### src/mem_pkg.sv
package mem_pkg;

	// line geometry
	localparam int set_bits = 3;
	localparam int offset_bits = 5;
	localparam int tag_bits = 32 - set_bits - offset_bits;
	localparam int num_sets = 1 << set_bits;
	// word index inside a line
	localparam int word_bits = offset_bits - 2;

	// plain vectors with a meaning
	typedef logic [31:0] addr_t;
	typedef logic [31:0] word_t;
	typedef logic [3:0] mask_t;
	typedef logic [255:0] line_t;
	typedef logic [tag_bits-1:0] tag_t;
	typedef logic [set_bits-1:0] set_t;

	// instruction cache fsm
	typedef enum logic {
		i_idle,
		i_fill
	} icache_state_t;

	// data cache fsm
	typedef enum logic [1:0] {
		d_idle,
		d_write_back,
		d_fill
	} dcache_state_t;

	// arbiter fsm
	typedef enum logic [1:0] {
		arb_idle,
		arb_serve_i,
		arb_serve_d
	} arb_state_t;

	// eviction buffer fsm
	typedef enum logic [1:0] {
		ewb_empty,
		ewb_full,
		ewb_drain
	} ewb_state_t;

endpackage : mem_pkg
### src/eviction_write_buffer.sv
module eviction_write_buffer (
	input logic clk,
	input logic rst,
	input logic read,
	input logic write,
	input mem_pkg::addr_t address,
	input mem_pkg::line_t wdata,
	output mem_pkg::line_t rdata,
	output logic resp,
	output logic pmem_read,
	output logic pmem_write,
	output mem_pkg::addr_t pmem_address,
	output mem_pkg::line_t pmem_wdata,
	input mem_pkg::line_t pmem_rdata,
	input logic pmem_resp
);

	mem_pkg::ewb_state_t state;
	// the one held dirty line
	mem_pkg::addr_t buf_address;
	mem_pkg::line_t buf_data;

	logic held;
	logic match;
	logic buf_hit;
	logic accept;
	logic issue;
	logic drain_start;

	assign held = (state != mem_pkg::ewb_empty);
	// compare line addresses only
	assign match = held &&
		(address[31:mem_pkg::offset_bits] == buf_address[31:mem_pkg::offset_bits]);
	assign buf_hit = read && match && !resp;
	// empty and no memory read in flight
	assign accept = (state == mem_pkg::ewb_empty) && write && !resp && !pmem_read;
	assign issue = (state == mem_pkg::ewb_empty) && !write && read && !resp && !pmem_read;
	assign drain_start = (state == mem_pkg::ewb_full) && !buf_hit;

	always_ff @(posedge clk) begin
		if (rst) begin
			state <= mem_pkg::ewb_empty;
			resp <= 1'b0;
			pmem_read <= 1'b0;
			pmem_write <= 1'b0;
		end else begin
			resp <= 1'b0;
			case (state)
				mem_pkg::ewb_empty: begin
					if (pmem_read) begin
						if (pmem_resp) begin
							pmem_read <= 1'b0;
							resp <= 1'b1;
						end
					end else if (accept) begin
						// ack now, drain later
						resp <= 1'b1;
						state <= mem_pkg::ewb_full;
					end else if (issue) begin
						pmem_read <= 1'b1;
					end
				end
				mem_pkg::ewb_full: begin
					if (buf_hit) begin
						resp <= 1'b1;
					end else begin
						pmem_write <= 1'b1;
						state <= mem_pkg::ewb_drain;
					end
				end
				mem_pkg::ewb_drain: begin
					// line still held, so matching reads are served
					if (buf_hit) begin
						resp <= 1'b1;
					end
					if (pmem_resp) begin
						pmem_write <= 1'b0;
						state <= mem_pkg::ewb_empty;
					end
				end
				default: state <= mem_pkg::ewb_empty;
			endcase
		end
	end

	// held line, memory request and returned line
	always_ff @(posedge clk) begin
		if (accept) begin
			buf_address <= address;
			buf_data <= wdata;
		end
		if (drain_start) begin
			pmem_address <= buf_address;
			pmem_wdata <= buf_data;
		end
		if (issue) begin
			pmem_address <= address;
		end
		if (buf_hit) begin
			rdata <= buf_data;
		end else if (pmem_read && pmem_resp) begin
			rdata <= pmem_rdata;
		end
	end

endmodule : eviction_write_buffer

### config.mk
export PLATFORM = sky130hd
export DESIGN_NAME = eviction_write_buffer
export DESIGN_NICKNAME = d
export VERILOG_FILES = /design/src/mem_pkg.sv /design/src/eviction_write_buffer.sv
export SDC_FILE = /design/constraint.sdc
export NUM_CORES = 1
export LEC_CHECK = 0
export BUFFER_PORTS_ARGS = -buffer_cell sky130_fd_sc_hd__buf_4
export CORE_AREA = 5 5 427 429
export DETAILED_ROUTE_END_ITERATION = 12
export DIE_AREA = 0 0 432 434
export PLACE_DENSITY_LB_ADDON = 0.25
export SLEW_MARGIN = 20
export SYNTH_ARGS = -nofsm -noshare
export SYNTH_HDL_FRONTEND = slang
export SYNTH_SLANG_ARGS = --single-unit
### constraint.sdc
create_clock -name clk -period 19 [get_ports clk]
set_clock_uncertainty 0.2 [all_clocks]
set_input_delay 5.7 -clock clk [delete_from_list [all_inputs] [get_ports clk]]
set_output_delay 5.7 -clock clk [all_outputs]
set_load 0.01 [all_outputs]
==> impl_metrics.ini <==
[run_status]
status = finished clean

[die]
die_w_um = 432
die_h_um = 434
pin_count = 1096
initial_core_util_pct = 16.40
die_area_um2 = 187500
core_area_um2 = 177800
row_count = 155

[final_layout]
fin_nets = 2969
nFillCells = 18476
fin_cells = 4867
drive_gt1_share_pct = 61.40
synthToLayoutAreaGrowth_pct = 48.79
finalInstanceArea_um2 = 43390

[logic_synthesis]
yosysTopAreaCell = edfxtp_1
synth_area_leaders = edfxtp_1, mux2_2, buf_6, xnor2_1, dfxtp_1
synthFlopType = edfxtp_1
ys_warn_count = 0
synth_top_area_share_pct = 85.67
syn-num-nets = 1791
synth_seq_cells = 837
netlist_area_um2 = 29160
syn_inst = 1237
synth_area_per_cell_um2 = 23.58
synthTopCellsByCount = edfxtp_1, mux2_2, buf_6
yosysMostFrequentCell = edfxtp_1
async_flop_share_pct = 0
synth_edf_count = 832
ys_types = 27
ys_seq_area_share_pct = 86.01

[sta]
max_freq_mhz = 103.9
setup_tns_ns = 0
drv_slew = 0
fin_crit_sh_pct = 50.66
hold_viol_final = 0
rsz0062_at_grt = no
setup_ws_ns = 9.374
finalSetupViolCount = 0
worst_pin_slew_ns = 1.059
fin_crit_ns = 9.626
worst_slew_margin_rel_pct = 29.42

[placement]
gp_congestion = 0.8278
dpl_cell_area_um2 = 40230
dp_slack_ns = 8.391
portBuffers = 1095
dp.cells = 4670
hpwl_um = 90960

[grt]
antenna_found_initial = 42
grt_pass1_vias = 17336
grt_overflow = 0
grt_usage_pct = 11.85
grt_max_degree = 114
grt_pass1_wl_um = 151900

[critical_path]
critical_path_class = input port to flop
arrival_ns = 9.75
crit_path_max_fanout = 92
max_stage_delay_ns = 0.71
reg2reg_depth = 12
startpoint_type = input port
cp.depth = 11
critPathTopFamily = buffers and inverters
cp_data_required_time_ns = 19.12
slowest_stage = buf_4
end_kind = flop
cp_common_cell = buf_4
cp_num_buf_inv = 6
crit_chain = buf_4 > xnor2_1 > nand3_1 > nor4_1 > nand4_1 > buf_12 > nand2_1 > inv_8 > buf_4 > buf_4 > buf_4

[cts]
cts_buffers = 98
clk_path_buf_depth = 3
clk_latency_ns = 0.70
cts.sinks = 837
postCtsHoldBufs = 0
cts_tree = built
ctsHtreeMaxLevel = 3
post_cts_buffers = 0
cts_root_buf = clkbuf_16
clk_pin_slew_ns = 0.06
post_cts_resized = 0

[pwr]
irDropWorstVdd_mv = 0.09509
power_mw = 5.754
leakagePower_nw = 16.09
cellPowerDensity_nw_per_um2 = 132.6

[drt]
routedWlPerCell_um = 24.35
drcViolationCount = 0
dr_total_vias = 16647
drtAntennaViolNets = 0
via_per_inst = 3.420
first_pass_iters = 5
routed_wl_um = 118500
initialDrtViolationCount = 875

[min_path]
holdPathStages = 0
hold_class = flop to flop

[run]
maxCapViolCount = 0
-- cell usage in the layout, fill, tap and decap left out, types with 10 or more instances in the layout --
master	n
diode_2	17
xor2_1	10
clkinv_2	15
clkinv_1	21
clkbuf_16	100
clkbuf_1	25
edfxtp_1	832
buf_4	1107
mux2_2	284
xnor2_1	17
-- cells by family after synthesis --
logic type               Yosys count  synth area share [%]
flip-flops                       837                 86.01
buffers and inverters             37                 1.030
AO/OA/AOI/OAI                      9                0.1931
AND/OR/NAND/NOR                   34                0.6178
multiplexers                     288                 11.12
XOR/XNOR                          27                0.8109
adder cells (fa/ha/maj)            5                0.2145
-- per-stage QoR --
| step | hold WS, ns | utilization (%) |
|---|---|---|
| after floorplan | 0.2187 | - |
| after global placement | 0.2260 | 22.62 |
| after detailed placement | 0.2298 | 22.62 |
| after CTS | 0.2430 | 24.38 |
| after global routing | 0.2461 | 24.39 |
| final | 0.2418 | 24.40 |
-- registers in the layout, summed over array words and instances, names as in the netlist --
name          count
buf_address      32
buf_data        256
pmem_address     32
pmem_read         1
pmem_wdata      256
pmem_write        1
rdata           256
resp              1
state             2
-- power by group --
part | internal, mW | switching, mW
Sequential | 2.62 | 0.195
Combinational | 0.423 | 0.652
Clock | 1.08 | 0.792
-- layout make-up --
type / instances / area, um2 / share of cell area, %
sequential: 837 / 25080 / 57.81
antenna: 17 / 42.54 / 0.09804
timing repair buffer: 1111 / 8391 / 19.34
inverter: 4 / 22.52 / 0.05190
tap: 2355 / 2947 / 6.790
multi-input combinational: 363 / 3791 / 8.737
clock buffer: 125 / 2596 / 5.983
clock inverter: 55 / 519.2 / 1.197
-- routing by layer --
metal / track usage, % / vias up / share of wire [%]
li1: - / 7360 / -
met1: 13.15 / 8414 / 37
met2: 21.03 / 673 / 52
met3: 4.717 / 178 / 8.3
met4: 3.203 / 22 / 2.4
met5: 0 / - / 0.13
-- worst paths after layout --
check | startpoint | end | slack, ns
hold reg to reg | buf_data[52] | pmem_wdata[52] | 0.24
hold / removal | buf_data[52] | pmem_wdata[52] | 0.24
setup / recovery | address[24] | pmem_wdata[155] | 9.37
setup reg to reg | state[0] | pmem_wdata[155] | 13.80
-- worst register-to-register path, stage by stage, from the launching register on --
cell,delay [ns]
dfxtp_1,0.36
inv_1,0.12
ha_1,0.28
nor2_1,0.07
nand3_1,0.24
nor4_1,0.12
nand4_1,0.21
buf_12,0.41
nand2_1,0.46
inv_8,0.42
buf_4,0.46
buf_4,0.73
buf_4,0.72
(Power assumes the default switching activity.)
