File: config.mk
export PLATFORM = sky130hd
export DESIGN_NAME = icache
export DESIGN_NICKNAME = d
export VERILOG_FILES = /design/src/mem_pkg.sv /design/src/icache.sv
export SDC_FILE = /design/constraint.sdc
export NUM_CORES = 2
export LEC_CHECK = 0
export BUFFER_PORTS_ARGS = -buffer_cell sky130_fd_sc_hd__buf_2
export CELL_PAD_IN_SITES_DETAIL_PLACEMENT = 0
export CELL_PAD_IN_SITES_GLOBAL_PLACEMENT = 1
export CORE_ASPECT_RATIO = 0.8
export CORE_MARGIN = 2
export CORE_UTILIZATION = 41
export DETAILED_ROUTE_END_ITERATION = 16
export PLACE_DENSITY_LB_ADDON = 0.1
export SYNTH_ARGS = -nofsm -noshare
export SYNTH_HDL_FRONTEND = slang
export SYNTH_SLANG_ARGS = --single-unit
File: constraint.sdc
create_clock -name clk -period 35.3 [get_ports clk]
set_input_delay 3.53 -clock clk [delete_from_list [all_inputs] [get_ports clk]]
set_output_delay 3.53 -clock clk [all_outputs]
set_load 0.1 [all_outputs]
File: src/mem_pkg.sv
package mem_pkg;

	// line geometry
	localparam int set_bits = 3;
	localparam int offset_bits = 5;
	localparam int tag_bits = 32 - set_bits - offset_bits;
	localparam int num_sets = 1 << set_bits;
	// word index inside a line
	localparam int word_bits = offset_bits - 2;

	// plain vectors with a meaning
	typedef logic [31:0] addr_t;
	typedef logic [31:0] word_t;
	typedef logic [3:0] mask_t;
	typedef logic [255:0] line_t;
	typedef logic [tag_bits-1:0] tag_t;
	typedef logic [set_bits-1:0] set_t;

	// instruction cache fsm
	typedef enum logic {
		i_idle,
		i_fill
	} icache_state_t;

	// data cache fsm
	typedef enum logic [1:0] {
		d_idle,
		d_write_back,
		d_fill
	} dcache_state_t;

	// arbiter fsm
	typedef enum logic [1:0] {
		arb_idle,
		arb_serve_i,
		arb_serve_d
	} arb_state_t;

	// eviction buffer fsm
	typedef enum logic [1:0] {
		ewb_empty,
		ewb_full,
		ewb_drain
	} ewb_state_t;

endpackage : mem_pkg
File: src/icache.sv
module icache (
	input logic clk,
	input logic rst,
	input logic mem_read,
	input mem_pkg::addr_t mem_address,
	output mem_pkg::word_t mem_rdata,
	output logic mem_resp,
	output logic pmem_read,
	output mem_pkg::addr_t pmem_address,
	input mem_pkg::line_t pmem_rdata,
	input logic pmem_resp
);

	// address fields
	mem_pkg::tag_t tag;
	mem_pkg::set_t set;
	logic [mem_pkg::word_bits-1:0] word_idx;

	// storage, 8 sets
	mem_pkg::line_t data_array [mem_pkg::num_sets];
	mem_pkg::tag_t tag_array [mem_pkg::num_sets];
	logic [mem_pkg::num_sets-1:0] valid;

	mem_pkg::icache_state_t state;
	logic lookup;
	logic hit;
	logic fill_done;

	assign tag = mem_address[31 -: mem_pkg::tag_bits];
	assign set = mem_address[mem_pkg::offset_bits +: mem_pkg::set_bits];
	assign word_idx = mem_address[mem_pkg::offset_bits-1:2];

	// new request seen in idle, not the one just answered
	assign lookup = (state == mem_pkg::i_idle) && mem_read && !mem_resp;
	assign hit = valid[set] && (tag_array[set] == tag);
	assign fill_done = (state == mem_pkg::i_fill) && pmem_resp;

	// control path
	always_ff @(posedge clk) begin
		if (rst) begin
			state <= mem_pkg::i_idle;
			mem_resp <= 1'b0;
			pmem_read <= 1'b0;
			valid <= '0;
		end else begin
			// resp is a single cycle pulse
			mem_resp <= 1'b0;
			case (state)
				mem_pkg::i_idle: begin
					if (lookup) begin
						if (hit) begin
							mem_resp <= 1'b1;
						end else begin
							pmem_read <= 1'b1;
							state <= mem_pkg::i_fill;
						end
					end
				end
				mem_pkg::i_fill: begin
					if (pmem_resp) begin
						// line arrives, answer straight from it
						pmem_read <= 1'b0;
						valid[set] <= 1'b1;
						mem_resp <= 1'b1;
						state <= mem_pkg::i_idle;
					end
				end
				default: state <= mem_pkg::i_idle;
			endcase
		end
	end

	// arrays and returned word
	always_ff @(posedge clk) begin
		if (lookup) begin
			mem_rdata <= data_array[set][word_idx * 32 +: 32];
			// line aligned miss address
			pmem_address <= {mem_address[31:mem_pkg::offset_bits], {mem_pkg::offset_bits{1'b0}}};
		end
		if (fill_done) begin
			data_array[set] <= pmem_rdata;
			tag_array[set] <= tag;
			mem_rdata <= pmem_rdata[word_idx * 32 +: 32];
		end
	end

endmodule : icache

==> results_dict.tcl <==
set metrics [dict create \
    layout.nets 5781 \
    synthCells 5138 \
    cts.sinks 2310 \
    combPwrFrac_pct 7.5 \
    route.antenna.remaining_nets 0 \
    routed_wl_um 300000 \
    cp.arrival_ns 9.18 \
    syn_to_final_growth_pct 13.4 \
    clock-root-buffer "clkbuf_16" \
    fillers 18900 \
    p_int_mw 4.47 \
    routedWlPerCell_um 34.9 \
    regArea_um2 69300 \
    num_vias 52400 \
    synth-seq-cells 2310 \
    critPathKind "input port to flop" \
    vias_per_cell 6.10 \
    post_cts_buffers 0 \
    finClkSkew_ns 0.0416 \
    vdd_drop_max_uv 60.3 \
    final-hold-violation-count 0 \
    synth_top_family_by_area "compound AO/OA/AOI/OAI gates" \
    cts_buffer_depth 3 \
    grt_pass1_wl_um 415000 \
    status "complete, no violations" \
    clkLatencyLatePin_ns 0.89 \
    startpoint_type "input port" \
    synth_xor_xnor_area_share_pct 0.155 \
    start_util_pct 41.2 \
    place_area_um2 95300 \
    grt-ovfl-total 0 \
    synth_ff_type "edfxtp_1" \
    required_ns 35.99 \
    power.leakage_nw 32.9 \
    async_reset_ff_share_pct 0 \
    cts_resized 0 \
    cts-htree-levels 4 \
    maxSlewHeadroom_pct 16.8 \
    die_w_um 529 \
    fin_tns_setup_ns 0 \
    postLayoutCellArea_um2 103000 \
    core-area_um2 220000 \
    fp.dieArea_um2 224000 \
    power_mw 5.85 \
    finalCriticalPeriod_ns 8.49 \
    gr-usage-all-layers_pct 26.4 \
    cts_buffers 231 \
    worstMarginPinSlew_ns 1.24 \
    clkTransAtPathRegs_ns 0.06 \
    dp_hpwl_um 163000 \
    antenna_found_initial 123 \
    fmax_ghz 0.118 \
    yosys.area_share.simple_pct 2.49 \
    final_layout_size_suffix_gt1_share_pct 20.1 \
    worstPathMaxFanout 43 \
    tritoncts "yes" \
    drt-pass1-iter-count 6 \
    synth.yosys.seq_area_share_pct 76.6 \
    pwr-share-clk_pct 40.2 \
    route.detailed.drc 0 \
    synth_area_um2 90400 \
    yosys_warnings 0 \
    synth_top_area_share_pct 76.4 \
    io-pin-count 358 \
    slew_violations 0 \
    synth.largest_area_cell "edfxtp_1" \
    period_share_pct 24.1 \
    grt_max_degree 123 \
    p_per_area_nw_per_um2 57.1 \
    hp-class "flop to flop" \
    cts_hold_buf 0 \
    die-height_um 424 \
    synth_edf_count 2299 \
    synth_fa_ha_area_share_pct 0 \
    synth.avg_cell_area_um2 17.6 \
    synth_compound_area_share_pct 10.4 \
    synthTopCellsByArea "edfxtp_1 (76%), mux2i_1 (3.0%), mux4_2 (2.7%)" \
    cp-end-kind "flop" \
    maxCapViolations 0 \
    drt-initial-drc-count 5463 \
    grt_pass1_vias 50500 \
    setup_viol 0 \
    netSwitchingFraction_pct 23.6 \
    rsz0062_at_grt "false" \
    io_buffer_count 350 \
    gp_congestion 0.778 \
    p_switching_mw 1.38 \
    rows 154 \
    seq_power_share_pct 52.3 \
    multi_input_area_um2 19300 \
    yosysUniqueCellTypes 74 \
    muxShareOfSynthArea_pct 8.15 \
]
-- through the flow --
stage | hold slack (ns) | util, % | instances | worst slack, ns
6_report | 0.463 | 46.7 | 8589 | 26.81
3_3_place_gp | 0.445 | 43.4 | 8142 | 26.15
4_1_cts | 0.468 | 46.6 | 8561 | 27.11
5_1_grt | 0.504 | 46.7 | 8571 | 26.93
2_1_floorplan | 0.434 | - | 5142 | 10.46
3_5_place_dp | 0.454 | 43.4 | 8142 | 26.18
-- cells in the mapped netlist (7+ instances only) --
cell	number
buf_2	135
a31oi_1	29
a21oi_1	226
buf_6	13
buf_1	37
nor3_1	31
o21ai_0	259
o211ai_1	70
nand3_1	25
mux2_2	190
clkbuf_1	129
dfxtp_1	11
buf_4	67
edfxtp_1	2299
xor2_1	7
a221oi_1	208
nand2_1	193
a311oi_1	14
a22oi_1	142
o31ai_1	12
nand4_1	12
a21o_1	8
nor2_1	222
o311a_1	7
mux4_2	109
o2111ai_1	15
mux2i_1	275
o311ai_0	7
xnor2_1	9
a22o_1	49
o22ai_1	18
o2bb2ai_1	29
a222oi_1	31
o221ai_1	42
a211oi_1	39
a221o_1	69
nor2b_1	8
-- state kept, by name, summed over array words and instances, names as in the netlist --
signal        cells
pmem_address     27
state             1
mem_rdata        32
mem_resp          1
data_array     2048
tag_array       192
valid             8
pmem_read         1
-- cell families after synthesis --
| kind of cell | Yosys count |
|---|---|
| other | 1 |
| XOR/XNOR | 16 |
| buffers and inverters | 391 |
| flip-flops | 2310 |
| AO/OA/AOI/OAI | 1315 |
| AND/OR/NAND/NOR | 529 |
| multiplexers | 576 |
-- final timing paths --
check | start | end | slack (ns) | cells after the start
hold reg to reg | valid[7]$_SDFFE_PP0P_ | valid[7]$_SDFFE_PP0P_ | 0.46 | 2
hold / removal | valid[7]$_SDFFE_PP0P_ | valid[7]$_SDFFE_PP0P_ | 0.46 | 2
setup / recovery | mem_address[5] | mem_rdata[18]$_DFFE_PP_ | 26.81 | 12
setup reg to reg | state$_SDFF_PP0_ | mem_rdata[15]$_DFFE_PP_ | 30.95 | 9
-- worst max-delay path: stages --
cell and delay [ns]:
buf_8 0.32, buf_4 0.62, buf_4 0.60, buf_4 0.68, and3b_4 0.57, buf_4 0.78, a22oi_1 0.20, nand2_1 0.11
nor2_1 0.05, o21ai_0 0.89, o32ai_1 0.20, nor3_1 0.28
-- cells in the final DEF, fill, tap and decap left out, drive strengths merged, types with 32 or more instances in the layout --
cell type / instances
o221ai: 42
mux2: 192
a22o: 49
buf: 496
o21ai: 261
nand2: 194
clkinv: 105
a211oi: 39
a221oi: 209
a21oi: 226
nor2: 223
nor3: 32
a22oi: 142
edfxtp: 2299
a221o: 69
clkbuf: 294
mux2i: 275
mux4: 109
o211ai: 70
-- power by group through the flow --
stage,logic [mW],clock network [mW],registers (mW)
5_1_grt,0.460,2.50,3.06
4_1_cts,0.438,2.40,3.06
3_5_place_dp,0.437,0,3.12
2_1_floorplan,0.192,0,3.18
3_3_place_gp,0.435,0,3.12
6_report,0.438,2.35,3.06
-- final cells by class --
class | instances | share of cell area, %
well taps | 2886 | 3.52
inverters | 9 | 0.0464
diodes | 28 | 0.0683
clock inverters | 125 | 0.991
clock buffers | 294 | 5.95
multi-input cells | 2441 | 18.9
flip-flops and latches | 2310 | 67.6
repair buffers | 496 | 3.00
-- routing by layer --
metal	GRT usage [%]	up-vias	wire, µm
met5	0	-	386
li1	-	21900	-
met2	41.1	2018	140000
met3	5.12	503	21200
met1	38.3	28000	132000
met4	5.80	60	6230
Note: power is estimated with default switching activity, not from simulation.
