**src/mem_pkg.sv**
```systemverilog
package mem_pkg;

	// line geometry
	localparam int set_bits = 3;
	localparam int offset_bits = 5;
	localparam int tag_bits = 32 - set_bits - offset_bits;
	localparam int num_sets = 1 << set_bits;
	// word index inside a line
	localparam int word_bits = offset_bits - 2;

	// plain vectors with a meaning
	typedef logic [31:0] addr_t;
	typedef logic [31:0] word_t;
	typedef logic [3:0] mask_t;
	typedef logic [255:0] line_t;
	typedef logic [tag_bits-1:0] tag_t;
	typedef logic [set_bits-1:0] set_t;

	// instruction cache fsm
	typedef enum logic {
		i_idle,
		i_fill
	} icache_state_t;

	// data cache fsm
	typedef enum logic [1:0] {
		d_idle,
		d_write_back,
		d_fill
	} dcache_state_t;

	// arbiter fsm
	typedef enum logic [1:0] {
		arb_idle,
		arb_serve_i,
		arb_serve_d
	} arb_state_t;

	// eviction buffer fsm
	typedef enum logic [1:0] {
		ewb_empty,
		ewb_full,
		ewb_drain
	} ewb_state_t;

endpackage : mem_pkg
```
**src/dcache.sv**
```systemverilog
module dcache (
	input logic clk,
	input logic rst,
	input logic mem_read,
	input logic mem_write,
	input mem_pkg::addr_t mem_address,
	input mem_pkg::word_t mem_wdata,
	input mem_pkg::mask_t mem_byte_enable,
	output mem_pkg::word_t mem_rdata,
	output logic mem_resp,
	output logic pmem_read,
	output logic pmem_write,
	output mem_pkg::addr_t pmem_address,
	output mem_pkg::line_t pmem_wdata,
	input mem_pkg::line_t pmem_rdata,
	input logic pmem_resp
);

	// address fields
	mem_pkg::tag_t tag;
	mem_pkg::set_t set;
	logic [mem_pkg::word_bits-1:0] word_idx;
	mem_pkg::addr_t line_address;

	// storage with per set dirty bit
	mem_pkg::line_t data_array [mem_pkg::num_sets];
	mem_pkg::tag_t tag_array [mem_pkg::num_sets];
	logic [mem_pkg::num_sets-1:0] valid;
	logic [mem_pkg::num_sets-1:0] dirty;

	mem_pkg::dcache_state_t state;
	logic lookup;
	logic hit;
	logic victim_dirty;
	logic fill_done;
	mem_pkg::line_t hit_line;
	mem_pkg::line_t fill_line;

	// replace the enabled bytes of one word in a line
	function automatic mem_pkg::line_t merge_word(
		input mem_pkg::line_t line,
		input mem_pkg::word_t wdata,
		input mem_pkg::mask_t mask,
		input logic [mem_pkg::word_bits-1:0] idx
	);
		mem_pkg::line_t merged;
		merged = line;
		for (int b = 0; b < 4; b++) begin
			if (mask[b]) begin
				merged[idx * 32 + b * 8 +: 8] = wdata[b * 8 +: 8];
			end
		end
		return merged;
	endfunction

	assign tag = mem_address[31 -: mem_pkg::tag_bits];
	assign set = mem_address[mem_pkg::offset_bits +: mem_pkg::set_bits];
	assign word_idx = mem_address[mem_pkg::offset_bits-1:2];
	assign line_address = {mem_address[31:mem_pkg::offset_bits], {mem_pkg::offset_bits{1'b0}}};

	assign lookup = (state == mem_pkg::d_idle) && (mem_read || mem_write) && !mem_resp;
	assign hit = valid[set] && (tag_array[set] == tag);
	assign victim_dirty = valid[set] && dirty[set];
	assign fill_done = (state == mem_pkg::d_fill) && pmem_resp;

	// write hit merges into the stored line
	assign hit_line = merge_word(data_array[set], mem_wdata, mem_byte_enable, word_idx);
	// write miss is allocated first, then merged
	assign fill_line = mem_write ?
		merge_word(pmem_rdata, mem_wdata, mem_byte_enable, word_idx) : pmem_rdata;

	// control path
	always_ff @(posedge clk) begin
		if (rst) begin
			state <= mem_pkg::d_idle;
			mem_resp <= 1'b0;
			pmem_read <= 1'b0;
			pmem_write <= 1'b0;
			valid <= '0;
			dirty <= '0;
		end else begin
			mem_resp <= 1'b0;
			case (state)
				mem_pkg::d_idle: begin
					if (lookup) begin
						if (hit) begin
							mem_resp <= 1'b1;
							if (mem_write) begin
								dirty[set] <= 1'b1;
							end
						end else if (victim_dirty) begin
							// victim goes out before the fill
							pmem_write <= 1'b1;
							state <= mem_pkg::d_write_back;
						end else begin
							pmem_read <= 1'b1;
							state <= mem_pkg::d_fill;
						end
					end
				end
				mem_pkg::d_write_back: begin
					if (pmem_resp) begin
						pmem_write <= 1'b0;
						pmem_read <= 1'b1;
						state <= mem_pkg::d_fill;
					end
				end
				mem_pkg::d_fill: begin
					if (pmem_resp) begin
						pmem_read <= 1'b0;
						valid[set] <= 1'b1;
						// allocated write leaves the line dirty
						dirty[set] <= mem_write;
						mem_resp <= 1'b1;
						state <= mem_pkg::d_idle;
					end
				end
				default: state <= mem_pkg::d_idle;
			endcase
		end
	end

	// arrays, returned word, lower level address and line
	always_ff @(posedge clk) begin
		if (lookup) begin
			mem_rdata <= data_array[set][word_idx * 32 +: 32];
			if (hit && mem_write) begin
				data_array[set] <= hit_line;
			end
			if (victim_dirty) begin
				// victim's own address, rebuilt from its tag
				pmem_address <= {tag_array[set], set, {mem_pkg::offset_bits{1'b0}}};
				pmem_wdata <= data_array[set];
			end else begin
				pmem_address <= line_address;
			end
		end
		// switch to the fill address once the victim is out
		if ((state == mem_pkg::d_write_back) && pmem_resp) begin
			pmem_address <= line_address;
		end
		if (fill_done) begin
			data_array[set] <= fill_line;
			tag_array[set] <= tag;
			mem_rdata <= pmem_rdata[word_idx * 32 +: 32];
		end
	end

endmodule : dcache

```
**config.mk**
```make
export PLATFORM = sky130hd
export DESIGN_NAME = dcache
export DESIGN_NICKNAME = d
export VERILOG_FILES = /design/src/mem_pkg.sv /design/src/dcache.sv
export SDC_FILE = /design/constraint.sdc
export NUM_CORES = 2
export LEC_CHECK = 0
export BUFFER_PORTS_ARGS = -buffer_cell sky130_fd_sc_hd__buf_4
export CORE_MARGIN = 3
export CORE_UTILIZATION = 42
export CTS_CLUSTER_DIAMETER = 200
export DETAILED_ROUTE_END_ITERATION = 7
export HOLD_SLACK_MARGIN = 0.08
export PLACE_DENSITY_LB_ADDON = 0.2
export SLEW_MARGIN = 20
export SYNTH_ARGS = -nofsm -noshare
export SYNTH_HDL_FRONTEND = slang
export SYNTH_SLANG_ARGS = --single-unit
```
**constraint.sdc**
```tcl
create_clock -name clk -period 41.5 [get_ports clk]
set_input_delay 4.15 -clock clk [delete_from_list [all_inputs] [get_ports clk]]
set_output_delay 4.15 -clock clk [all_outputs]
set_load 0.05 [all_outputs]
```
==> impl_metrics.py <==
metrics = {
    "timing": {
        "maxSlewHeadroom": 0.130,
        "drv_slew": 0,
        "timing_worst_slew_pin_value_ns": 1.30,
        "report.final.hold_viol_count": 0,
        "skew_ns": 0.0577,
        "min_period_over_period": 0.271,
        "setup_viol": 0,
        "rsz0062_at_grt": "no",
        "max_freq_ghz": 0.0888,
        "period_needed_ns": 11.27,
        "tns_ns": 0,
    },
    "drt": {
        "drt_wl_total_mm": 412,
        "drc": 0,
        "wire_per_inst_um": 39.5,
        "viasPerCell": 6.63,
        "dr.pass1.iters": 7,
        "antenna_left": 0,
        "drt_iter0_drc": 11500,
        "vias": 69200,
    },
    "final_layout": {
        "nFillCells": 20400,
        "final_cells": 10400,
        "drive_above_1_share": 0.225,
        "fin_area_um2": 121000,
        "nNetsFinal": 7318,
        "final_util": 0.497,
        "area_growth_pct": 17.3,
    },
    "place": {
        "portBuffers": 644,
        "dp_hpwl_mm": 260,
        "place_area_um2": 112000,
        "place_inst": 9890,
        "gp_congestion": 1.04,
    },
    "power_and_ir_drop": {
        "p_leak_nw": 39.7,
        "p_per_area_nw_per_um2": 49.7,
        "peakVddDrop_mv": 0.0347,
    },
    "logic_synthesis": {
        "synth_most_common_cell": "edfxtp_1",
        "yosysTopAreaCell": "edfxtp_1",
        "yosys-top-cells-area": "edfxtp_1 (74%), a22oi_1 (5.8%), mux4_2 (3.7%), mux2i_1 (1.7%), o21ai_0 (1.7%)",
        "synth.top_cells.by_count": "edfxtp_1 (2555), a22oi_1 (804), o21ai_0 (349)",
        "syn-instance-count": 6282,
        "synth_ff_type": "edfxtp_1",
        "async_flop_share": 0,
        "postSynthAreaPerCell_um2": 16.5,
        "ys_seq_elements": 2576,
        "syn-cell-area_um2": 103000,
        "synth_warnings": 0,
        "yosysUniqueCellTypes": 70,
        "synth_top_area_frac": 0.741,
        "seq_area_frac_synth": 0.745,
        "synth_edf_count": 2555,
    },
    "worst_setup_path": {
        "reg2reg_slack_ns": 34.61,
        "required_ns": 42.08,
        "endpoint_kind": "flip-flop",
        "crit_chain": "buf_8 > buf_4 > mux2_2 > o22ai_1 > nor3_1 > nor4b_1 > nand4_1 > nor4_4 > nor2_2 > nor2_4 > buf_12 > buf_4 > buf_4 > buf_4",
        "r2r-end": "data_array[1][28]",
        "critical_path_peak_fanout": 118,
        "path_class": "input pin to flip-flop",
        "reg2reg_depth": 12,
        "max_stage_delay_ns": 0.93,
        "slowest_stage": "buf_4",
        "worstSetupStartpointType": "input pin",
        "cpMostUsedCell": "buf_4",
        "crit_arrival_ns": 11.84,
        "reg2reg_from": "tag_array[7][2]",
    },
    "global_routing": {
        "track_usage": 0.318,
        "grt_max_degree": 129,
        "grt_pass1_vias": 64000,
        "grt_overflow_total": 0,
        "antenna_found_initial": 76,
        "grt_pass1_wl_mm": 552,
    },
    "clocking": {
        "htreeDepth": 5,
        "cts_hold_buf": 0,
        "cts.repair.resized": 0,
        "clkSlewWorstSetupHoldPaths_ns": 0.06,
        "clockBufferDepth": 4,
        "cts_root_buffer": "clkbuf_16",
        "post_cts_buffers": 0,
        "tritoncts": "yes",
        "numCtsBuffers": 293,
        "clock_latency_ns": 0.96,
        "cts.sink_count": 2576,
    },
    "floorplan": {
        "dieArea_um2": 252000,
        "floorplan.initialDensity": 0.424,
        "die_h_um": 502,
        "placementRows": 181,
        "io_pins": 652,
        "coreArea_um2": 244000,
        "die_w_um": 502,
    },
    "min_path": {
        "min_from": "pmem_write",
        "min_path_type": "flip-flop to flip-flop",
        "whs_endpoint": "pmem_write",
        "hold-path-cell-count": 2,
    },
    "flow_run": {
        "max-cap-violations": 0,
    },
    "run_status": {
        "status": "finished clean",
    },
}
==> critical path: cells and delay by family <==
kind,cells,cell delay (ns)
buf+inv,6,4.73
simple gates,6,1.82
mux,1,0.42
compound gates,1,0.25
==> through the flow <==
stage | setup slack, ns | power, mW | hold slack, ns
finish | 30.23 | 6.04 | 0.448
floorplan | 23.59 | 3.32 | 0.435
global route | 29.95 | 6.18 | 0.479
global placement | 29.31 | 3.59 | 0.445
detailed placement | 29.37 | 3.60 | 0.437
CTS | 30.37 | 6.04 | 0.454
==> where the power goes <==
part / switching (mW) / leakage, nW / internal, mW / total [mW]
clock network: 1.03 / 4.36 / 1.44 / 2.47
registers: 0.0114 / 23.4 / 2.96 / 2.98
logic: 0.440 / 12.0 / 0.153 / 0.592
==> area by class of cell <==
cell class                      instances  area (um2)  area share
Clock buffer                          350        7660      0.0631
Sequential cell                      2576       77100       0.635
Inverter                               34         129     0.00106
Tap cell                             3202        4010      0.0330
Clock inverter                        148        1270      0.0105
Antenna cell                           45         113    0.000927
Multi-Input combinational cell       3223       24500       0.201
Timing Repair Buffer                  855        6650      0.0548
==> flip-flops by register name (all words and copies together) (netlist names) <==
register,cells
pmem_wdata,256
pmem_address,27
dirty,8
tag_array,192
data_array,2048
mem_resp,1
valid,8
pmem_write,1
pmem_read,1
mem_rdata,32
state,2
==> worst max path at each step <==
stage	start	to	slack (ns)	depth (start not counted)
after floorplan	mem_address[5]	data_array[0][0]	23.59	12
after global placement	mem_address[5]	data_array[1][222]	29.31	14
after detailed placement	mem_address[5]	data_array[1][222]	29.37	14
after CTS	mem_address[5]	data_array[1][93]	30.37	14
after global routing	mem_address[5]	data_array[1][93]	29.95	14
final	mem_address[5]	data_array[1][28]	30.23	14
==> cells in the final DEF (no fill, tap or decap), types with 176 or more instances in the layout <==
master and instances:
buf_4 833, o21ai_0 304, mux2i_1 176, a22oi_1 804
nor2_1 281, edfxtp_1 2555, a21oi_1 218, nand2_1 261
clkbuf_16 298
==> logic make-up after synthesis <==
family / count (synthesis) / share of synthesized area
AOI/OAI and AO/OA: 1853 / 0.125
xor gates and xnor gates: 13 / 0.00110
adders and majority gates: 6 / 0.000725
buffers and inverters: 487 / 0.0208
DFF: 2576 / 0.745
muxes: 497 / 0.0707
other: 1 / 0.0000362
and+or+nand+nor: 849 / 0.0366
==> per-layer routing <==
layer	share of wire	vias to the layer above	global-route usage	routed length (um)
li1	-	27400	-	-
met1	0.38	35500	0.434	155000
met2	0.43	5283	0.454	177000
met3	0.12	1015	0.0822	48900
met4	0.075	20	0.204	31000
met5	0.00032	-	0	132
Power figures use the tool's default switching activity.
