<file path="src/mem_pkg.sv">
package mem_pkg;

	// line geometry
	localparam int set_bits = 3;
	localparam int offset_bits = 5;
	localparam int tag_bits = 32 - set_bits - offset_bits;
	localparam int num_sets = 1 << set_bits;
	// word index inside a line
	localparam int word_bits = offset_bits - 2;

	// plain vectors with a meaning
	typedef logic [31:0] addr_t;
	typedef logic [31:0] word_t;
	typedef logic [3:0] mask_t;
	typedef logic [255:0] line_t;
	typedef logic [tag_bits-1:0] tag_t;
	typedef logic [set_bits-1:0] set_t;

	// instruction cache fsm
	typedef enum logic {
		i_idle,
		i_fill
	} icache_state_t;

	// data cache fsm
	typedef enum logic [1:0] {
		d_idle,
		d_write_back,
		d_fill
	} dcache_state_t;

	// arbiter fsm
	typedef enum logic [1:0] {
		arb_idle,
		arb_serve_i,
		arb_serve_d
	} arb_state_t;

	// eviction buffer fsm
	typedef enum logic [1:0] {
		ewb_empty,
		ewb_full,
		ewb_drain
	} ewb_state_t;

endpackage : mem_pkg
</file>
<file path="src/cache_arbiter.sv">
module cache_arbiter (
	input logic clk,
	input logic rst,
	input logic icache_read,
	input mem_pkg::addr_t icache_address,
	output mem_pkg::line_t icache_rdata,
	output logic icache_resp,
	input logic dcache_read,
	input logic dcache_write,
	input mem_pkg::addr_t dcache_address,
	input mem_pkg::line_t dcache_wdata,
	output mem_pkg::line_t dcache_rdata,
	output logic dcache_resp,
	output logic l2_read,
	output logic l2_write,
	output mem_pkg::addr_t l2_address,
	output mem_pkg::line_t l2_wdata,
	input mem_pkg::line_t l2_rdata,
	input logic l2_resp
);

	mem_pkg::arb_state_t state;
	// returning line, shared by both clients
	mem_pkg::line_t rdata_q;
	logic d_req;

	assign d_req = dcache_read || dcache_write;
	assign icache_rdata = rdata_q;
	assign dcache_rdata = rdata_q;

	// grant and handshake
	always_ff @(posedge clk) begin
		if (rst) begin
			state <= mem_pkg::arb_idle;
			icache_resp <= 1'b0;
			dcache_resp <= 1'b0;
			l2_read <= 1'b0;
			l2_write <= 1'b0;
		end else begin
			case (state)
				mem_pkg::arb_idle: begin
					// dcache has priority
					if (d_req) begin
						l2_read <= dcache_read;
						l2_write <= dcache_write;
						state <= mem_pkg::arb_serve_d;
					end else if (icache_read) begin
						l2_read <= 1'b1;
						state <= mem_pkg::arb_serve_i;
					end
				end
				mem_pkg::arb_serve_i: begin
					// back to idle one cycle after the forwarded resp
					if (icache_resp) begin
						icache_resp <= 1'b0;
						state <= mem_pkg::arb_idle;
					end else if (l2_resp) begin
						l2_read <= 1'b0;
						icache_resp <= 1'b1;
					end
				end
				mem_pkg::arb_serve_d: begin
					if (dcache_resp) begin
						dcache_resp <= 1'b0;
						state <= mem_pkg::arb_idle;
					end else if (l2_resp) begin
						l2_read <= 1'b0;
						l2_write <= 1'b0;
						dcache_resp <= 1'b1;
					end
				end
				default: state <= mem_pkg::arb_idle;
			endcase
		end
	end

	// registered request and response payload
	always_ff @(posedge clk) begin
		if (state == mem_pkg::arb_idle) begin
			if (d_req) begin
				l2_address <= dcache_address;
				l2_wdata <= dcache_wdata;
			end else begin
				l2_address <= icache_address;
			end
		end
		if (l2_resp) begin
			rdata_q <= l2_rdata;
		end
	end

endmodule : cache_arbiter

</file>
<file path="config.mk">
export PLATFORM = sky130hd
export DESIGN_NAME = cache_arbiter
export DESIGN_NICKNAME = d
export VERILOG_FILES = /design/src/mem_pkg.sv /design/src/cache_arbiter.sv
export SDC_FILE = /design/constraint.sdc
export NUM_CORES = 1
export LEC_CHECK = 0
export ABC_AREA = 1
export BUFFER_PORTS_ARGS = -buffer_cell sky130_fd_sc_hd__buf_4
export CAP_MARGIN = 20
export CORE_AREA = 3 3 534 536
export CTS_BUF_LIST = sky130_fd_sc_hd__clkbuf_16
export DETAILED_ROUTE_END_ITERATION = 6
export DIE_AREA = 0 0 537 539
export PLACE_DENSITY = 0.3
export SLEW_MARGIN = 20
export SYNTH_ARGS = -nofsm -noshare
export SYNTH_HDL_FRONTEND = slang
export SYNTH_SLANG_ARGS = --single-unit
</file>
<file path="constraint.sdc">
create_clock -name clk -period 17.8 [get_ports clk]
set_input_delay 3.56 -clock clk [delete_from_list [all_inputs] [get_ports clk]]
set_output_delay 3.56 -clock clk [all_outputs]
set_load 0.05 [all_outputs]
</file>
==> run_results.csv, run 1 <==
group,metric,value,unit
status,outcome,"complete, no violations",
cts,cts_tree,"yes",
logic_synthesis,synth_area,0.0190,mm²
cts,cts-buffers-inserted,82,
placement,dp_cells,5841,
global_route,grt_pass1_vias,14400,
global_route,antenna_found_initial,114,
setup_path,startpoint_type,"input pin",
placement,gp_congestion,0.809,
sta,tightest_slew,1.12,ns
cts,clk_latency,0.77,ns
sta,skew,0.0631,ns
detailed_routing,drcViolationCount,0,
cts,hold_buffers,0,
global_route,grt_pass1_wl,168,mm
floorplanning,boundaryPins,1386,
setup_path,critPathRequiredTime,18.15,ns
power_and_ir_drop,p_leak,13.9,nW
placement,placed_area,0.0323,mm²
detailed_routing,via_per_inst,2.29,
sta,grt_setup_unrepaired,"no",
logic_synthesis,synth_area_per_cell,19.7,µm²
floorplanning,die_w,537,µm
placement,dpl.hpwl,118,mm
floorplanning,core.rowCount,195,
setup_path,critical_path_class,"in2reg",
detailed_routing,drt_iter0_markers,659,
layout,area_growth,83.7,%
layout,drive_above_1_share,0.679,
logic_synthesis,synth_nets,1551,
detailed_routing,routed_wl,138,mm
sta,max_freq,186,MHz
floorplanning,core,0.281,mm²
setup_path,cp-end-kind,"flip-flop",
hold_path,min_from,"state[1]",
cts,clockRootBuffer,"clkbuf_16",
power_and_ir_drop,p_per_area,166,mW/mm²
layout,stdcell_area,0.0350,mm²
sta,period_needed,5.36,ns
sta,final.setup.tns,0,ns
logic_synthesis,ys_types,16,
detailed_routing,drt_first_pass_iters,6,
cts,postCtsSetupBuffers,0,
placement,numPortBuffers,1385,
sta,period_share,0.301,
sta,hold_violations,0,
logic_synthesis,synthCells,965,
logic_synthesis,synth-seq-area-share,0.864,
cts,ctsResizeCount,0,
flow_run,cap_viol_max_count,0,
layout,layout.cells.non_filler,6011,
detailed_routing,wl_per_cell,22.9,µm
floorplanning,start_util,0.0677,
logic_synthesis,ys_warn_count,0,
layout,layout.nets,2768,
power_and_ir_drop,ir_drop,0.108,mV
layout,utilization,0.124,
detailed_routing,ant_nets,0,
setup_path,cp.arrival,5.72,ns
sta,timing.slew.headroom,0.256,
hold_path,hold_path.class,"reg2reg",
cts,clk_pin_slew,0.05,ns
sta,fin_hold_ws,0.499,ns
cts,htreeDepth,3,
logic_synthesis,synth-seq-cells,550,
sta,finalSetupViolCount,0,
cts,clk_path_buf_depth,4,
cts,cts_sinks,550,
setup_path,regToRegSetupSlack,14.88,ns
detailed_routing,vias,13800,
setup_path,critPathMaxFanout,46,
global_route,grt_max_degree,136,
sta,maxSlewViolCount,0,
floorplanning,die_y,539,µm
global_route,grt_usage,0.0905,
global_route,grt-ovfl-total,0,
hold_path,hold-path-cell-count,2,
setup_path,startpoint,"l2_resp",
setup_path,crit-reg2reg-launch,"state[0]",
setup_path,reg2regPathDepth,6,
floorplanning,die_area,0.289,mm²
[critical path, cell delays in order]
cell	delay, ns
buf_8	0.23
buf_4	0.55
buf_4	0.56
buf_4	0.60
[synth_stat cells (all sizes together)]
master  number  area share
ha           4      0.0026
edfxtp     544        0.86
o21bai       1     0.00039
buf        262        0.10
o21ai        1     0.00026
nand3        3      0.0011
nand4        1     0.00033
a21oi        5      0.0013
inv         15      0.0030
nand2      117       0.023
dfxtp        6      0.0063
nor2         6      0.0016
[sequential cells by signal (all words and copies together), names as in the netlist]
signal and flops:
l2_write 1, l2_wdata 256, state 2, l2_address 32, icache_resp 1, dcache_rdata 256
dcache_resp 1, l2_read 1
[per-stage QoR]
stage | setup WS [ns] | power [mW]
5_1_grt | 12.29 | 6.04
3_5_place_dp | 11.62 | 4.25
3_3_place_gp | 11.64 | 4.26
4_1_cts | 12.46 | 5.97
2_1_floorplan | 2.60 | 3.42
6_report | 12.44 | 5.79
[cell type report]
class | instances | area, µm²
multi-input combinational | 138 | 593
timing repair buffer | 1395 | 10500
fill | 31700 | 246000
clock buffer | 84 | 2100
clock inverter | 57 | 539
antenna | 29 | 72.6
tap | 3743 | 4680
inverter | 15 | 56.3
sequential | 550 | 16500
[cells by family (layout without fill, tap and decap cells)]
| family | after synthesis | in the layout | synth area share |
|---|---|---|---|
| buf+inv | 277 | 1551 | 0.105 |
| other cells | 0 | 29 | 0 |
| compound gates | 7 | 7 | 0.00197 |
| flops | 550 | 550 | 0.864 |
| fa+ha+maj | 4 | 4 | 0.00263 |
| simple gates | 127 | 127 | 0.0260 |
[per-layer routing]
layer  vias to the layer above  global-route usage  routed length [µm]
met1                      6617              0.0855               44600
met3                       292              0.0498               17500
met2                      1019               0.163               69500
met5                         -                   0                 648
met4                       100              0.0327                5470
li1                       5749                   -                   -
[final timing paths]
kind	endpoint
max	dcache_rdata[77]
max reg2reg	l2_wdata[231]
min	state[1]
min reg2reg	state[1]
[power breakdown]
| part | internal (mW) | switching, mW |
|---|---|---|
| registers | 1.82 | 0.156 |
| clock network | 0.985 | 0.653 |
| logic | 0.508 | 1.67 |
| total | 3.32 | 2.48 |
[layout by cell type, fill, tap and decap left out, types with 2 or more instances in the layout]
cell type	count
diode_2	29
clkinv_4	3
clkinvlp_4	6
ha_1	3
inv_1	28
dfxtp_1	6
nor2_1	4
bufinv_16	9
nand3_1	2
nor2_4	2
nand2_1	117
clkinv_1	7
buf_4	1393
edfxtp_1	544
clkbuf_16	84
a21oi_1	5
inv_6	3
clkinv_2	13
Note: power is estimated with default switching activity, not from simulation.
==> run 2: changes to the inputs <==
Settings changed: CORE_AREA 3 3 534 536 to 3 3 539 541, DIE_AREA 0 0 537 539 to 0 0 542 544.
Clock period 17.8 ns to 4.9 ns, I/O delays scaled along.
==> run 2 against run 1 <==
  * Sequential power rose to 3.6 times the previous value
  * Critical path type is now reg2reg
  * Highest routed layer unchanged
  * Utilization fell by 0.15 points
  * Global-route usage rose by 0.11 points
==> run_results.csv, run 2 (synthesis gave the netlist of run 1 again) <==
group,metric,value,unit
cts,cts_tree,"yes",
sta,period_needed,2.79,ns
sta,fin_ws,2.11,ns
placement,placed_area,0.0324,mm²
sta,hold_violations,0,
power_and_ir_drop,p_leak,13.9,nW
sta,skew,0.0625,ns
setup_path,cp.arrival,3.18,ns
cts,cts_sinks,550,
floorplanning,die_w,542,µm
global_route,grt_usage,0.0916,
cts,htreeDepth,3,
global_route,grt-ovfl-total,0,
sta,period_share,0.570,
cts,hold_buffers,0,
setup_path,critPathRequiredTime,5.29,ns
setup_path,startpoint_type,"flip-flop",
cts,cts-buffers-inserted,81,
cts,clockRootBuffer,"clkbuf_16",
status,outcome,"complete, no violations",
layout,fill_cells,32300,
detailed_routing,vias,13900,
global_route,grt_max_degree,113,
flow_run,cap_viol_max_count,0,
global_route,antenna_found_initial,115,
cts,clk_latency,0.79,ns
detailed_routing,wl_per_cell,23.7,µm
sta,fin_hold_ws,0.363,ns
cts,ctsResizeCount,0,
floorplanning,boundaryPins,1386,
detailed_routing,drt_iter0_markers,691,
sta,max_freq,358,MHz
placement,gp_congestion,0.789,
power_and_ir_drop,p_per_area,602,mW/mm²
cts,postCtsSetupBuffers,0,
floorplanning,core,0.285,mm²
setup_path,critical_path_class,"reg2reg",
power_and_ir_drop,ir_drop,0.319,mV
setup_path,cp-end-kind,"flip-flop",
layout,drive_above_1_share,0.679,
cts,clk_pin_slew,0.06,ns
floorplanning,core.rowCount,196,
floorplanning,die_area,0.295,mm²
sta,finalSetupViolCount,0,
sta,final.setup.tns,0,ns
detailed_routing,drcViolationCount,0,
layout,layout.nets,2778,
hold_path,hold_path.class,"in2reg",
layout,layout.cells.non_filler,6029,
detailed_routing,drt_first_pass_iters,4,
floorplanning,die_y,544,µm
detailed_routing,routed_wl,143,mm
placement,numPortBuffers,1385,
layout,regArea,0.0165,mm²
detailed_routing,via_per_inst,2.31,
floorplanning,start_util,0.0667,
sta,tightest_slew,0.796,ns
detailed_routing,ant_nets,0,
cts,clk_path_buf_depth,4,
sta,grt_setup_unrepaired,"no",
global_route,grt_pass1_vias,14500,
layout,multiInputGateArea,603,µm²
placement,dp_cells,5871,
placement,dpl.hpwl,124,mm
sta,maxSlewViolCount,0,
setup_path,regToRegSetupSlack,2.11,ns
layout,area_growth,84.2,%
sta,timing.slew.headroom,0.469,
layout,mostFrequentLayoutCell,"buf_4",
layout,final_cell_mix,"buf_4 (1,401), edfxtp_1 (544), nand2_1 (117)",
placement,pre_cts_slack,1.88,ns
setup_path,critPathMaxFanout,64,
global_route,grt_pass1_wl,172,mm
layout,stdcell_area,0.0351,mm²
## run 2: changes by cell type in the layout (fill, tap and decap cells not counted), moves of 2 or more
cell        previous run  this run
bufinv_16              9        11
clkinv_1               7        16
inv_1                 28        21
clkbuf_16             84        82
buf_12                 1         4
clkinvlp_4             6         2
buf_4               1393      1401
diode_2               29        22
## run 2: critical path: stages, from the launching register on
cell and delay [ns]:
dfxtp_1 0.33, inv_1 0.14, ha_4 0.57, inv_1 0.19, nor2_4 0.48, buf_12 0.28
buf_12 0.30
## run 2: routing by layer
layer	GRT usage	routed length, µm	vias up
li1	-	-	5752
met5	0	663	-
met4	0.0439	7100	100
met1	0.0858	45900	6637
met2	0.161	71200	1064
met3	0.0512	18200	361
## run 2: per-stage QoR
step	util	power, mW
after floorplan	-	12.1
after CTS	0.123	21.7
after global placement	0.114	15.6
after global routing	0.123	22.0
final	0.123	21.1
after detailed placement	0.114	15.6
## run 2: layout make-up
class | count | area share
Antenna cell | 22 | 0.00157
Sequential cell | 550 | 0.469
Timing Repair Buffer | 1406 | 0.302
Multi-Input combinational cell | 138 | 0.0172
Clock buffer | 82 | 0.0585
Tap cell | 3762 | 0.134
Clock inverter | 54 | 0.0157
Inverter | 15 | 0.00160
## run 2: path summary, 6_finish.rpt
check	startpoint	to	cells past startpoint
setup reg to reg	state[0]	l2_wdata[201]	6
setup / recovery	state[0]	l2_wdata[201]	6
hold / removal	dcache_wdata[94]	l2_wdata[94]	1
hold reg to reg	dcache_resp	dcache_resp	2
## run 2: power by group
| part | switching, mW | total, mW | internal [mW] |
|---|---|---|---|
| Combinational | 6.16 | 8.08 | 1.92 |
| Sequential | 0.547 | 7.15 | 6.61 |
| Clock | 2.30 | 5.90 | 3.60 |
| Total | 9.01 | 21.1 | 12.1 |
==> run 3: changes to the inputs <==
Settings changed: CORE_AREA 3 3 539 541 to 3 3 534 536, DIE_AREA 0 0 542 544 to 0 0 537 539.
Clock period 4.9 ns to 2.6 ns, I/O delays scaled along.
==> run 3 against run 2 <==
  * Final area up 16%
  * Register-to-register slack worse by 1.3 ns
  * Worst hold slack worse by 0.30 ns
  * Sequential cell count unchanged
  * Critical endpoint is now icache_rdata[188]
  * Highest routed layer unchanged
==> run_results.csv, run 3 (synthesis gave the netlist of run 1 again) <==
group,metric,value,unit
status,outcome,"complete, no violations",
layout,stdcell_area,0.0408,mm²
detailed_routing,drcViolationCount,0,
sta,grt_setup_unrepaired,"no",
detailed_routing,wl_per_cell,20.7,µm
cts,cts-buffers-inserted,77,
global_route,grt_pass1_vias,17200,
floorplanning,core.rowCount,195,
detailed_routing,drt_iter0_markers,605,
placement,placed_area,0.0325,mm²
setup_path,path_cells,"buf_4",
detailed_routing,drt_first_pass_iters,4,
floorplanning,die_y,539,µm
sta,timing.slew.headroom,0.489,
hold_path,hold_path.class,"in2reg",
floorplanning,core,0.281,mm²
layout,layout.nets,3358,
layout,drive_above_1_share,0.543,
setup_path,cp-end-kind,"primary output",
sta,skew,0.0661,ns
placement,numPortBuffers,1385,
sta,max_freq,480,MHz
detailed_routing,routed_wl,137,mm
cts,clk_latency,0.77,ns
global_route,grt_usage,0.0903,
cts,clk_pin_slew,0.06,ns
sta,final.setup.tns,0,ns
flow_run,cap_viol_max_count,0,
sta,tightest_slew,0.765,ns
detailed_routing,ant_nets,0,
global_route,antenna_found_initial,111,
setup_path,critPathMaxFanout,2,
layout,final_cell_mix,"buf_4 (1,410), dlygate4sd3_1 (574), edfxtp_1 (544)",
placement,dp_cells,5862,
layout,fill_cells,31300,
layout,layout.cells.non_filler,6606,
floorplanning,boundaryPins,1386,
cts,htreeDepth,3,
layout,regArea,0.0165,mm²
global_route,grt-ovfl-total,0,
setup_path,startpoint_type,"flip-flop",
setup_path,critical_path_class,"reg2out",
cts,cts_tree,"yes",
detailed_routing,via_per_inst,2.39,
floorplanning,start_util,0.0677,
power_and_ir_drop,p_leak,16.3,nW
placement,pre_cts_slack,0.509,ns
layout,multiInputGateArea,603,µm²
sta,maxSlewViolCount,0,
sta,finalSetupViolCount,0,
layout,mostFrequentLayoutCell,"buf_4",
global_route,grt_pass1_wl,173,mm
detailed_routing,vias,15800,
setup_path,crit_path_top_delay_cell,"edfxtp_1",
power_and_ir_drop,p_per_area,981,mW/mm²
cts,ctsResizeCount,0,
sta,fin_hold_ws,0.0666,ns
sta,period_share,0.802,
setup_path,cp.buffers_inverters,1,
cts,clk_path_buf_depth,4,
sta,hold_violations,0,
floorplanning,die_w,537,µm
setup_path,critPathTopFamily,"flip-flops",
placement,dpl.hpwl,116,mm
floorplanning,die_area,0.289,mm²
global_route,grt_max_degree,75,
power_and_ir_drop,ir_drop,0.660,mV
sta,period_needed,2.08,ns
cts,cts_sinks,550,
sta,fin_ws,0.516,ns
cts,clockRootBuffer,"clkbuf_16",
setup_path,critPathRequiredTime,2.08,ns
placement,gp_congestion,0.777,
setup_path,cp.arrival,1.56,ns
layout,area_growth,114,%
setup_path,slowest_delay,0.58,ns
-- run 3: final cells by class --
cell class	count	area share
clock buffer	78	0.0479
timing repair buffer	1990	0.403
antenna	40	0.00245
multi-input combinational	138	0.0148
clock inverter	52	0.0120
inverter	15	0.00144
sequential	550	0.403
tap	3743	0.115
-- run 3: per-stage QoR --
step / power, mW / utilization
finish: 40.0 / 0.145
global route: 41.8 / 0.145
CTS: 41.1 / 0.145
detailed placement: 29.2 / 0.116
global placement: 29.2 / 0.116
floorplan: 21.3 / -
-- run 3: final timing paths --
path,startpoint,end,slack (ns),cells past startpoint
setup / recovery,dcache_rdata[188],icache_rdata[188],0.52,1
hold / removal,l2_rdata[78],dcache_rdata[78],0.07,1
hold reg to reg,state[1],state[1],0.50,2
setup reg to reg,state[1],l2_wdata[169],0.79,6
-- run 3: report_power, final --
part           internal, mW  switching, mW
registers              12.5           1.20
logic                  4.24           11.6
clock network          6.24           4.34
total                  22.9           17.1
-- run 3: what timing repair did --
item	CTS	global route
setup buffers	0	0
hold endpoints to repair	548	0
hold buffers	574	0
-- run 3: layer usage --
metal  GRT usage  routed length, µm  vias up
met5           0                426        -
met4      0.0298               4850       68
met3      0.0342              12200      245
met2       0.163              69500     1020
li1            -                  -     6941
met1      0.0955              50000     7512
